### src/design/qspi_cfg_pkg.sv
//--------------------------------------------------------------------
// Serial flash controller configuration
// Fixed timing and sizing constants shared by every stage
//--------------------------------------------------------------------
`default_nettype none

package qspi_cfg_pkg;

  // Host word width, command and response
  localparam int WORD_W    = 32;
  // sck half period in clk cycles
  localparam int SCK_HALF  = 2;
  // Chip select framing around the serial clock
  localparam int CS_SETUP  = 2;
  localparam int CS_HOLD   = 2;
  // Quiet cycles between two transactions
  localparam int CMD_GAP   = 2;
  // Command queue depth, also the host's starting credits
  localparam int CMD_DEPTH = 4;
  localparam int BIT_CNT_W = 8;
  localparam int CS_NUM    = 2;

endpackage

`default_nettype wire

### src/design/qspi_cmd_pkg.sv
//--------------------------------------------------------------------
// Serial flash command format
// Header word layout, phase sequence codes and shift directions
//--------------------------------------------------------------------
`default_nettype none

package qspi_cmd_pkg;

  // Phase sequences, C command, A address, D dummy, R read, W write
  typedef enum logic [3:0] {
    SEQ_C    = 4'b0000,
    SEQ_CW   = 4'b0001,
    SEQ_CA   = 4'b0010,
    SEQ_CAR  = 4'b0011,
    SEQ_CADR = 4'b0100,
    SEQ_CAW  = 4'b0111,
    SEQ_CDR  = 4'b1010,
    SEQ_CR   = 4'b1100
  } qspi_seq_t;

  // Header word, first word of every command
  // Byte counts of address and data hold the count minus one
  typedef struct packed {
    logic [10:0] rsvd;
    logic        cs_sel;
    logic [1:0]  data_bytes;
    logic [3:0]  dummy_bytes;
    logic [1:0]  addr_bytes;
    qspi_seq_t   seq;
    logic [7:0]  opcode;
  } qspi_hdr_t;

  // Direction of one shift request
  typedef enum logic [1:0] {
    SH_TX    = 2'b00,
    SH_DUMMY = 2'b01,
    SH_RX    = 2'b10
  } qspi_dir_t;

endpackage

`default_nettype wire

### src/design/qspi_link_if.sv
//--------------------------------------------------------------------
// Internal links of the flash controller
// Shift requests from sequencer to shifter, sck control to the
// clock generator
//--------------------------------------------------------------------
`timescale 1ns/1ns
`default_nettype none

interface qspi_shift_if import qspi_cfg_pkg::*, qspi_cmd_pkg::*; ();
  logic                 req_valid;
  qspi_dir_t            req_dir;
  logic [BIT_CNT_W-1:0] req_bits;
  // Left aligned, first bit in the MSB
  logic [WORD_W-1:0]    req_data;
  logic                 req_ready;
  logic                 done;
  logic [WORD_W-1:0]    rx_word;

  modport seq   (output req_valid, req_dir, req_bits, req_data,
                 input  req_ready, done, rx_word);
  modport shift (input  req_valid, req_dir, req_bits, req_data,
                 output req_ready, done, rx_word);
endinterface

interface qspi_sck_if;
  logic run;
  logic shift_edge;
  logic sample_edge;
  logic idle;

  modport gen  (input run, output shift_edge, sample_edge, idle);
  modport user (output run, input shift_edge, sample_edge, idle);
endinterface

`default_nettype wire

### src/design/qspi_cmd_buffer.sv
//--------------------------------------------------------------------
// Command word queue
// Holds host command words and returns one credit per word popped
//--------------------------------------------------------------------
`timescale 1ns/1ns
`default_nettype none

module qspi_cmd_buffer import qspi_cfg_pkg::*; (
  input  logic              clk,
  input  logic              rstn,
  input  logic              cmd_valid,
  input  logic [WORD_W-1:0] cmd_word,
  output logic              cmd_credit,
  output logic              word_valid,
  output logic [WORD_W-1:0] word,
  input  logic              word_pop
);

  logic [WORD_W-1:0]          mem [CMD_DEPTH];
  // Extra MSB tells full from empty
  logic [$clog2(CMD_DEPTH):0] wr_ptr;
  logic [$clog2(CMD_DEPTH):0] rd_ptr;

  // Host never pushes without a credit, so no full check
  always_ff @(posedge clk or negedge rstn) begin
    if (!rstn) begin
      wr_ptr     <= '0;
      rd_ptr     <= '0;
      cmd_credit <= 1'b0;
    end else begin
      if (cmd_valid)
        wr_ptr <= wr_ptr + 1'b1;
      if (word_pop)
        rd_ptr <= rd_ptr + 1'b1;
      // Credit goes back one cycle after the pop
      cmd_credit <= word_pop;
    end
  end

  always_ff @(posedge clk) begin
    if (cmd_valid)
      mem[wr_ptr[$clog2(CMD_DEPTH)-1:0]] <= cmd_word;
  end

  // Head of queue
  assign word_valid = (wr_ptr != rd_ptr);
  assign word       = mem[rd_ptr[$clog2(CMD_DEPTH)-1:0]];

endmodule

`default_nettype wire

### src/design/qspi_sequencer.sv
//--------------------------------------------------------------------
// Transaction sequencer
// Walks one command through its phases, drives the chip selects
// and returns read words under response credit
//--------------------------------------------------------------------
`timescale 1ns/1ns
`default_nettype none

module qspi_sequencer import qspi_cfg_pkg::*, qspi_cmd_pkg::*; (
  input  logic              clk,
  input  logic              rstn,
  input  logic              word_valid,
  input  logic [WORD_W-1:0] word,
  output logic              word_pop,
  input  logic              rsp_credit,
  output logic              rsp_valid,
  output logic [WORD_W-1:0] rsp_word,
  output logic [CS_NUM-1:0] csn,
  qspi_shift_if.seq         shift
);

  typedef enum logic [3:0] {
    S_IDLE, S_SETUP, S_CMD, S_ADDR, S_DUMMY,
    S_WRITE, S_READ, S_DONE, S_HOLD, S_GAP
  } state_t;

  state_t               state;
  state_t               state_nxt;
  state_t               pre_read;
  qspi_hdr_t            hdr;
  qspi_hdr_t            hdr_in;
  logic [3:0]           tmr;
  logic [7:0]           rsp_cred;
  logic                 seq_rd;
  logic                 take;
  logic                 rsp_take;
  logic [BIT_CNT_W-1:0] data_bits;
  logic [WORD_W-1:0]    wr_swap;

  assign hdr_in    = qspi_hdr_t'(word);
  assign take      = shift.req_valid & shift.req_ready;
  assign seq_rd    = hdr.seq inside {SEQ_CAR, SEQ_CADR, SEQ_CDR, SEQ_CR};
  assign pre_read  = (hdr.dummy_bytes != 4'd0) ? S_DUMMY : S_READ;
  assign data_bits = BIT_CNT_W'({{1'b0, hdr.data_bytes} + 3'd1, 3'b000});
  // Little endian, byte 0 leaves first
  assign wr_swap   = {word[7:0], word[15:8], word[23:16], word[31:24]};
  // Read word returns once the last bit is in
  assign rsp_take  = (state == S_DONE) & shift.done & seq_rd;

  //------------------------------------------------------------------
  // Phase FSM
  //------------------------------------------------------------------
  always_comb begin
    state_nxt       = state;
    word_pop        = 1'b0;
    shift.req_valid = 1'b0;
    shift.req_dir   = SH_TX;
    shift.req_bits  = '0;
    shift.req_data  = '0;
    case (state)
      S_IDLE: begin
        // Header word consumed here
        if (word_valid) begin
          word_pop  = 1'b1;
          state_nxt = S_SETUP;
        end
      end
      S_SETUP: if (tmr == 4'(CS_SETUP - 1)) state_nxt = S_CMD;
      S_CMD: begin
        shift.req_valid = 1'b1;
        shift.req_bits  = BIT_CNT_W'(8);
        shift.req_data  = {hdr.opcode, {(WORD_W - 8){1'b0}}};
        if (take) begin
          case (hdr.seq)
            SEQ_CW:  state_nxt = S_WRITE;
            SEQ_CA, SEQ_CAR, SEQ_CADR, SEQ_CAW: state_nxt = S_ADDR;
            SEQ_CDR: state_nxt = pre_read;
            SEQ_CR:  state_nxt = S_READ;
            default: state_nxt = S_DONE;
          endcase
        end
      end
      S_ADDR: begin
        // Low address bytes moved up to the MSB end
        shift.req_valid = word_valid;
        shift.req_bits  = BIT_CNT_W'({{1'b0, hdr.addr_bytes} + 3'd1, 3'b000});
        shift.req_data  = word << {~hdr.addr_bytes, 3'b000};
        if (take) begin
          word_pop = 1'b1;
          case (hdr.seq)
            SEQ_CAR:  state_nxt = S_READ;
            SEQ_CADR: state_nxt = pre_read;
            SEQ_CAW:  state_nxt = S_WRITE;
            default:  state_nxt = S_DONE;
          endcase
        end
      end
      S_DUMMY: begin
        shift.req_valid = 1'b1;
        shift.req_dir   = SH_DUMMY;
        shift.req_bits  = BIT_CNT_W'({hdr.dummy_bytes, 3'b000});
        if (take) state_nxt = S_READ;
      end
      S_WRITE: begin
        shift.req_valid = word_valid;
        shift.req_bits  = data_bits;
        shift.req_data  = wr_swap;
        if (take) begin
          word_pop  = 1'b1;
          state_nxt = S_DONE;
        end
      end
      S_READ: begin
        // Back-pressure, no read until the host grants a slot
        shift.req_valid = (rsp_cred != 8'd0);
        shift.req_dir   = SH_RX;
        shift.req_bits  = data_bits;
        if (take) state_nxt = S_DONE;
      end
      S_DONE:  if (shift.done) state_nxt = S_HOLD;
      S_HOLD:  if (tmr == 4'(CS_HOLD - 1)) state_nxt = S_GAP;
      S_GAP:   if (tmr == 4'(CMD_GAP - 1)) state_nxt = S_IDLE;
      default: state_nxt = S_IDLE;
    endcase
  end

  always_ff @(posedge clk or negedge rstn) begin
    if (!rstn) begin
      state     <= S_IDLE;
      tmr       <= '0;
      hdr       <= '0;
      csn       <= '1;
      rsp_valid <= 1'b0;
      rsp_cred  <= '0;
    end else begin
      state     <= state_nxt;
      // Phase timer restarts on every state change
      tmr       <= (state_nxt != state) ? 4'd0 : tmr + 1'b1;
      rsp_valid <= rsp_take;
      if (state == S_IDLE && word_valid) begin
        hdr <= hdr_in;
        csn <= ~(CS_NUM'(1) << hdr_in.cs_sel);
      end
      if (state == S_HOLD && state_nxt == S_GAP)
        csn <= '1;
      // Response credit count
      case ({rsp_credit, rsp_take})
        2'b10:   rsp_cred <= rsp_cred + 1'b1;
        2'b01:   rsp_cred <= rsp_cred - 1'b1;
        default: rsp_cred <= rsp_cred;
      endcase
    end
  end

  always_ff @(posedge clk) begin
    if (rsp_take)
      rsp_word <= shift.rx_word;
  end

endmodule

`default_nettype wire

### src/design/qspi_sck_gen.sv
//--------------------------------------------------------------------
// SCK generator
// Divides clk down to a mode 0 serial clock and flags its edges
//--------------------------------------------------------------------
`timescale 1ns/1ns
`default_nettype none

module qspi_sck_gen import qspi_cfg_pkg::*; (
  input  logic   clk,
  input  logic   rstn,
  output logic   sck,
  qspi_sck_if.gen sck_bus
);

  logic [$clog2(SCK_HALF)-1:0] half_cnt;
  logic                        shift_q;
  logic                        sample_q;

  always_ff @(posedge clk or negedge rstn) begin
    if (!rstn) begin
      half_cnt <= '0;
      sck      <= 1'b0;
      shift_q  <= 1'b0;
      sample_q <= 1'b0;
    end else begin
      shift_q  <= 1'b0;
      sample_q <= 1'b0;
      // Stops only in the low phase, a high phase always finishes
      if (!sck_bus.run && !sck) begin
        half_cnt <= '0;
      end else if (half_cnt == $clog2(SCK_HALF)'(SCK_HALF - 1)) begin
        half_cnt <= '0;
        sck      <= ~sck;
        sample_q <= ~sck;
        shift_q  <= sck;
      end else begin
        half_cnt <= half_cnt + 1'b1;
      end
    end
  end

  // Edge flags line up with the new sck level
  assign sck_bus.shift_edge  = shift_q;
  assign sck_bus.sample_edge = sample_q;
  assign sck_bus.idle        = ~sck & ~sck_bus.run;

endmodule

`default_nettype wire

### src/design/qspi_shifter.sv
//--------------------------------------------------------------------
// Bit shifter
// Serializes transmit phases MSB first and assembles read bytes
// into their little endian lanes
//--------------------------------------------------------------------
`timescale 1ns/1ns
`default_nettype none

module qspi_shifter import qspi_cfg_pkg::*, qspi_cmd_pkg::*; (
  input  logic        clk,
  input  logic        rstn,
  qspi_shift_if.shift shift,
  qspi_sck_if.user    sck_bus,
  output logic        mosi,
  output logic        mosi_en,
  input  logic        miso
);

  logic                 busy;
  qspi_dir_t            dir;
  logic [BIT_CNT_W-1:0] bit_cnt;
  logic [WORD_W-1:0]    tx_sr;
  logic [7:0]           rx_byte;
  logic [7:0]           rx_byte_nxt;
  logic [1:0]           rx_idx;
  logic [WORD_W-1:0]    rx_word_q;
  logic                 done_q;
  logic                 take;

  assign take              = shift.req_valid & shift.req_ready;
  assign shift.req_ready   = ~busy;
  assign shift.done        = done_q;
  assign shift.rx_word     = rx_word_q;
  // sck runs while bits remain
  assign sck_bus.run       = busy & (bit_cnt != '0);
  assign rx_byte_nxt       = {rx_byte[6:0], miso};
  // Dummy and read phases leave mosi undriven
  assign mosi_en           = busy & (dir == SH_TX);
  assign mosi              = mosi_en & tx_sr[WORD_W-1];

  always_ff @(posedge clk or negedge rstn) begin
    if (!rstn) begin
      busy    <= 1'b0;
      dir     <= SH_TX;
      bit_cnt <= '0;
      rx_idx  <= '0;
      done_q  <= 1'b0;
    end else begin
      done_q <= 1'b0;
      if (take) begin
        busy    <= 1'b1;
        dir     <= shift.req_dir;
        bit_cnt <= shift.req_bits;
        rx_idx  <= '0;
      end else if (busy) begin
        // One bit per rising edge
        if (sck_bus.sample_edge && bit_cnt != '0) begin
          bit_cnt <= bit_cnt - 1'b1;
          if (dir == SH_RX && bit_cnt[2:0] == 3'd1)
            rx_idx <= rx_idx + 1'b1;
        end
        // Finished once the count is out and sck is back low
        if (bit_cnt == '0 && sck_bus.idle) begin
          busy   <= 1'b0;
          done_q <= 1'b1;
        end
      end
    end
  end

  always_ff @(posedge clk) begin
    if (take) begin
      tx_sr     <= shift.req_data;
      rx_word_q <= '0;
    end else if (busy) begin
      // Next bit goes out on the falling edge
      if (sck_bus.shift_edge && bit_cnt != '0)
        tx_sr <= {tx_sr[WORD_W-2:0], 1'b0};
      if (sck_bus.sample_edge && dir == SH_RX) begin
        rx_byte <= rx_byte_nxt;
        // Full byte lands in the lane of its arrival order
        if (bit_cnt[2:0] == 3'd1)
          rx_word_q[{rx_idx, 3'b000} +: 8] <= rx_byte_nxt;
      end
    end
  end

endmodule

`default_nettype wire

### src/design/qspi_top.sv
//--------------------------------------------------------------------
// Serial flash controller top level
// Command queue, phase sequencer, shifter and sck generator
//--------------------------------------------------------------------
`timescale 1ns/1ns
`default_nettype none

module qspi_top import qspi_cfg_pkg::*; (
  input  logic              clk,
  input  logic              rstn,
  // Host command stream
  input  logic              cmd_valid,
  input  logic [WORD_W-1:0] cmd_word,
  output logic              cmd_credit,
  // Host response stream
  output logic              rsp_valid,
  output logic [WORD_W-1:0] rsp_word,
  input  logic              rsp_credit,
  // SPI pins
  output logic              sck,
  output logic [CS_NUM-1:0] csn,
  output logic              mosi,
  output logic              mosi_en,
  input  logic              miso
);

  logic              word_valid;
  logic [WORD_W-1:0] word;
  logic              word_pop;

  qspi_shift_if shift_bus ();
  qspi_sck_if   sck_bus ();

  qspi_cmd_buffer u_buf (
    .clk        (clk),
    .rstn       (rstn),
    .cmd_valid  (cmd_valid),
    .cmd_word   (cmd_word),
    .cmd_credit (cmd_credit),
    .word_valid (word_valid),
    .word       (word),
    .word_pop   (word_pop)
  );

  qspi_sequencer u_seq (
    .clk        (clk),
    .rstn       (rstn),
    .word_valid (word_valid),
    .word       (word),
    .word_pop   (word_pop),
    .rsp_credit (rsp_credit),
    .rsp_valid  (rsp_valid),
    .rsp_word   (rsp_word),
    .csn        (csn),
    .shift      (shift_bus)
  );

  qspi_shifter u_shift (
    .clk     (clk),
    .rstn    (rstn),
    .shift   (shift_bus),
    .sck_bus (sck_bus),
    .mosi    (mosi),
    .mosi_en (mosi_en),
    .miso    (miso)
  );

  qspi_sck_gen u_sck (
    .clk     (clk),
    .rstn    (rstn),
    .sck     (sck),
    .sck_bus (sck_bus)
  );

endmodule

`default_nettype wire

### config.mk
export PLATFORM = sky130hd
export DESIGN_NAME = qspi_top
export DESIGN_NICKNAME = d
export VERILOG_FILES = /design/src/design/qspi_cfg_pkg.sv /design/src/design/qspi_cmd_pkg.sv /design/src/design/qspi_link_if.sv /design/src/design/qspi_cmd_buffer.sv /design/src/design/qspi_sequencer.sv /design/src/design/qspi_sck_gen.sv /design/src/design/qspi_shifter.sv /design/src/design/qspi_top.sv
export SDC_FILE = /design/constraint.sdc
export NUM_CORES = 1
export LEC_CHECK = 0
export ABC_AREA = 1
export BUFFER_PORTS_ARGS = -buffer_cell sky130_fd_sc_hd__buf_2
export CAP_MARGIN = 10
export CORE_ASPECT_RATIO = 1.25
export CORE_MARGIN = 4
export CORE_UTILIZATION = 49
export DETAILED_ROUTE_END_ITERATION = 12
export PLACE_DENSITY = 0.63
export RECOVER_POWER = 100
export SLEW_MARGIN = 10
export SYNTH_ARGS = -nofsm -noshare
export SYNTH_HDL_FRONTEND = slang
export SYNTH_SLANG_ARGS = --single-unit
### constraint.sdc
create_clock -name clk -period 5.7 [get_ports clk]
set_clock_uncertainty 0.2 [all_clocks]
set_input_delay 1.14 -clock clk [delete_from_list [all_inputs] [get_ports clk]]
set_output_delay 1.14 -clock clk [all_outputs]
set_load 0.01 [all_outputs]
==> results.md <==
- Met3 usage: 0.0228
- Async SR Flop Fraction: 0.217
- Number of filler cells placed in the layout: 2365
- Largest family of logic cells by synthesized area: simple AND/OR/NAND/NOR gates
- DPL Wire Length: 18600 um
- Core Footprint: 26000 sq um
- Max IR drop VDD: 0.313 mV
- Clock Path Buffers: 3
- Biggest area consumer among synthesized cells: edfxtp_1
- Initial Utilization: 0.497
- Leak pwr: 5.86 nW
- Post-Place Setup Slack: 1.95 ns
- Post-CTS setup buffer count: 0
- Power, Total: 7.77 mW
- Largest net degree at the start of global routing: 67
- Initial antenna violation count: 0
- Data arrival time of the critical path: 4.42 ns
- Number of diodes: 0
- Sink Count: 295
- Setup TNS: 0 ns
- Startpoint type of the worst setup path: flip-flop
- Post-layout min period: 4.36 ns
- Most frequent cells in the layout: 373 x nand2_1, 199 x edfxtp_1, 86 x o21ai_0
- Finish-stage setup viols: 0
- Largest stage delay, worst path: 1.68 ns
- Clock slew at reported path FFs: 0.06 ns
- Area share of fa/ha/maj cells after synthesis: 0.0238
- Unrepaired setup endpoints after global routing: false
- Synthesized-area fraction occupied by and/or/nand/nor cells: 0.187
- Clk root buf: clkbuf_16
- Core Util, Final: 0.559
- Period utilisation layout: 0.764
- Vias in the first global route: 8699
- Area contributors post-synth: edfxtp_1 46%, dfrtp_1 12%, nand2_1 11%
- TritonCTS clock tree: yes
- Buffers on Ports: 75
- Fin. max-slew vios: 183
- Drc violations: 0
- Later-pin clock latency in the skew report: 0.54 ns
- CP Cell Sequence: inv_1 -> clkbuf_1 -> nand3_1 -> nand2_1 -> inv_1 -> o21ai_0 -> o21ai_0 -> a21oi_1 -> o21ai_0
- CTS Buf Count: 29
- Die width: 153 um
- DRT antenna net count: 0
- Worst Max-Slew Pin Slew: 2.34 ns
- H-tree levels: 1
- Gate Count Post-Synth: 1283
- First-pass GRT wire length: 45500 um
- DR WL/cell: 16.4 um
- Met2 usage: 0.339
- CP Class: flip-flop to flip-flop
- Cell variety after synth: 47
- Synth Flop Type: edfxtp_1
- Met1 usage: 0.247
- Die Y: 190 um
- Compound-Gate Fraction of Synth Area: 0.0987
- Combined buffer and inverter count along the critical path: 3
- DRT Pass-1 Iters: 5
- Final WS setup: 1.34 ns
- Multi-input combinational cell area: 4130 sq um
- Net Count, Synth: 1344
- Vias/cell: 5.32
- Synth Cell Area: 12900 sq um
- Synthesized flop and latch total: 295
- Post-Synth XOR/XNOR Area: 0.0102
- Die area: 29100 sq um
- Rows: 66
- Post-synthesis mux area share: 0
- Busiest layer in global routing: met2
- Initial DRC Count: 506
- CP required: 5.77 ns
- GRT Util Overall: 0.191
- DR vias: 9073
- Synthesized area per cell: 10.1 sq um
- Share of cells above drive strength 1: 0.0651
- GP Congestion: 0.907
- Setup crit end kind: flip-flop
- Fin. Hold Viols: 0
- # IOs: 76
- Max FO, Critical Path: 50
- Post-cts sizing count: 0
- Area Growth Syn to Fin: 12.3%
- Rel. slew slack: -0.560
- Status: finished with violations
- EDFF count, synth: 199
- Nets: 1406
- Tightest Hold Check Type: flip-flop to flip-flop
- Yosys top cell area share: 0.462
- Worst R2R Setup Slack: 1.34 ns
- Final Hold Slack: 0.233 ns
- Pwr dens: 535 nW/um^2
- CP dominant cell by count: o21ai_0
- Max frequency: 0.230 GHz
- Ys Warns: 0
- Max-cap check violation count: 7
- Most common cell after layout, fill and taps aside: nand2_1
- WL final: 28100 um
- Hold buffer count at cts: 0
- Register Area: 8220 sq um
- Critical path's slowest cell: clkbuf_1
- Violated checks: capacitance limit, slew limit
- Register area share after synthesis: 0.635
- Crit-path leading delay family: buffers and inverters
- Final global-route overflow total: 0
-- cells by family (layout without fill, tap and decap cells) --
logic type,Yosys count,count (layout)
adder cells (fa/ha/maj),24,24
XOR/XNOR,15,15
flip-flops,295,295
AO/OA/AOI/OAI,224,224
AND/OR/NAND/NOR,578,578
buffers and inverters,147,231
-- synth_stat cells (2+ instances only) --
cell type,instances
buf_2,21
nand3b_1,3
nand2_2,6
o21ai_1,18
a22oi_1,4
a211oi_1,2
nor2_2,3
nand2_1,372
a21oi_1,82
a32o_1,17
nor2_1,79
a31oi_1,2
nor2_4,4
dfstp_2,2
xor2_1,10
dfxtp_1,32
clkbuf_1,32
nand3_1,84
nand4_1,13
inv_2,14
o22ai_1,15
o22a_1,2
dfrtp_1,62
ha_1,23
edfxtp_1,199
o21ai_0,74
clkinv_1,2
nor3_1,6
inv_1,77
o21bai_1,2
xnor2_1,5
-- registers in the layout, summed over array words and instances (netlist names), 2 cells and up --
| register | flops |
|---|---|
| u_shift.bit_cnt | 8 |
| u_buf.rd_ptr | 3 |
| u_buf.wr_ptr | 3 |
| u_seq.tmr | 4 |
| u_shift.rx_byte | 7 |
| u_shift.tx_sr | 32 |
| u_seq.rsp_cred | 8 |
| u_buf.mem | 128 |
| u_shift.dir | 2 |
| u_seq.rsp_word | 32 |
| u_seq.csn | 2 |
| u_seq.hdr | 20 |
| u_shift.rx_idx | 2 |
| u_shift.shift.rx_word | 32 |
| u_seq.state | 4 |
-- path summary, 6_finish.rpt --
kind                       cells past startpoint                                   start                       endpoint
setup / recovery                               9             u_buf.rd_ptr[1]$_DFFE_PN0P_    u_shift.tx_sr[31]$_DFFE_PP_
hold / removal                                 0  u_shift.shift.rx_word[31]$_SDFFE_PN0P_   u_seq.rsp_word[31]$_DFFE_PP_
setup reg to reg                               9             u_buf.rd_ptr[1]$_DFFE_PN0P_    u_shift.tx_sr[31]$_DFFE_PP_
hold reg to reg                                0  u_shift.shift.rx_word[31]$_SDFFE_PN0P_   u_seq.rsp_word[31]$_DFFE_PP_
max in group asynchronous                      2                                    rstn    u_buf.rd_ptr[0]$_DFFE_PN0P_
min in group asynchronous                      2                                    rstn  u_seq.rsp_cred[1]$_DFFE_PN0P_
-- metal layers --
| layer | part of all wire | routed length [um] | up-vias |
|---|---|---|---|
| met3 | 0.049 | 1380 | 62 |
| met5 | 0 | 0 | - |
| met2 | 0.50 | 14100 | 247 |
| li1 | - | - | 4515 |
| met1 | 0.42 | 11700 | 4249 |
| met4 | 0.031 | 877 | 0 |
-- stage by stage --
step / instance area [sq um] / std cells
6_report: 14500 / 1707
5_1_grt: 14500 / 1707
4_1_cts: 14700 / 1707
3_5_place_dp: 13600 / 1654
3_3_place_gp: 13600 / 1654
2_1_floorplan: 12900 / 1283
-- layout make-up --
class,count,area share
Clock buffer,39,0.0604
Clock inverter,14,0.0127
Inverter,93,0.0240
Timing Repair Buffer,85,0.0233
Tap cell,340,0.0293
Multi-Input combinational cell,841,0.285
Sequential cell,295,0.566
-- where the power goes --
group	internal, mW	total (mW)	switching [mW]
combinational	0.755	2.54	1.78
clock	1.26	2.06	0.801
sequential	2.87	3.17	0.297
total	4.89	7.77	2.88
(Power assumes the default switching activity.)
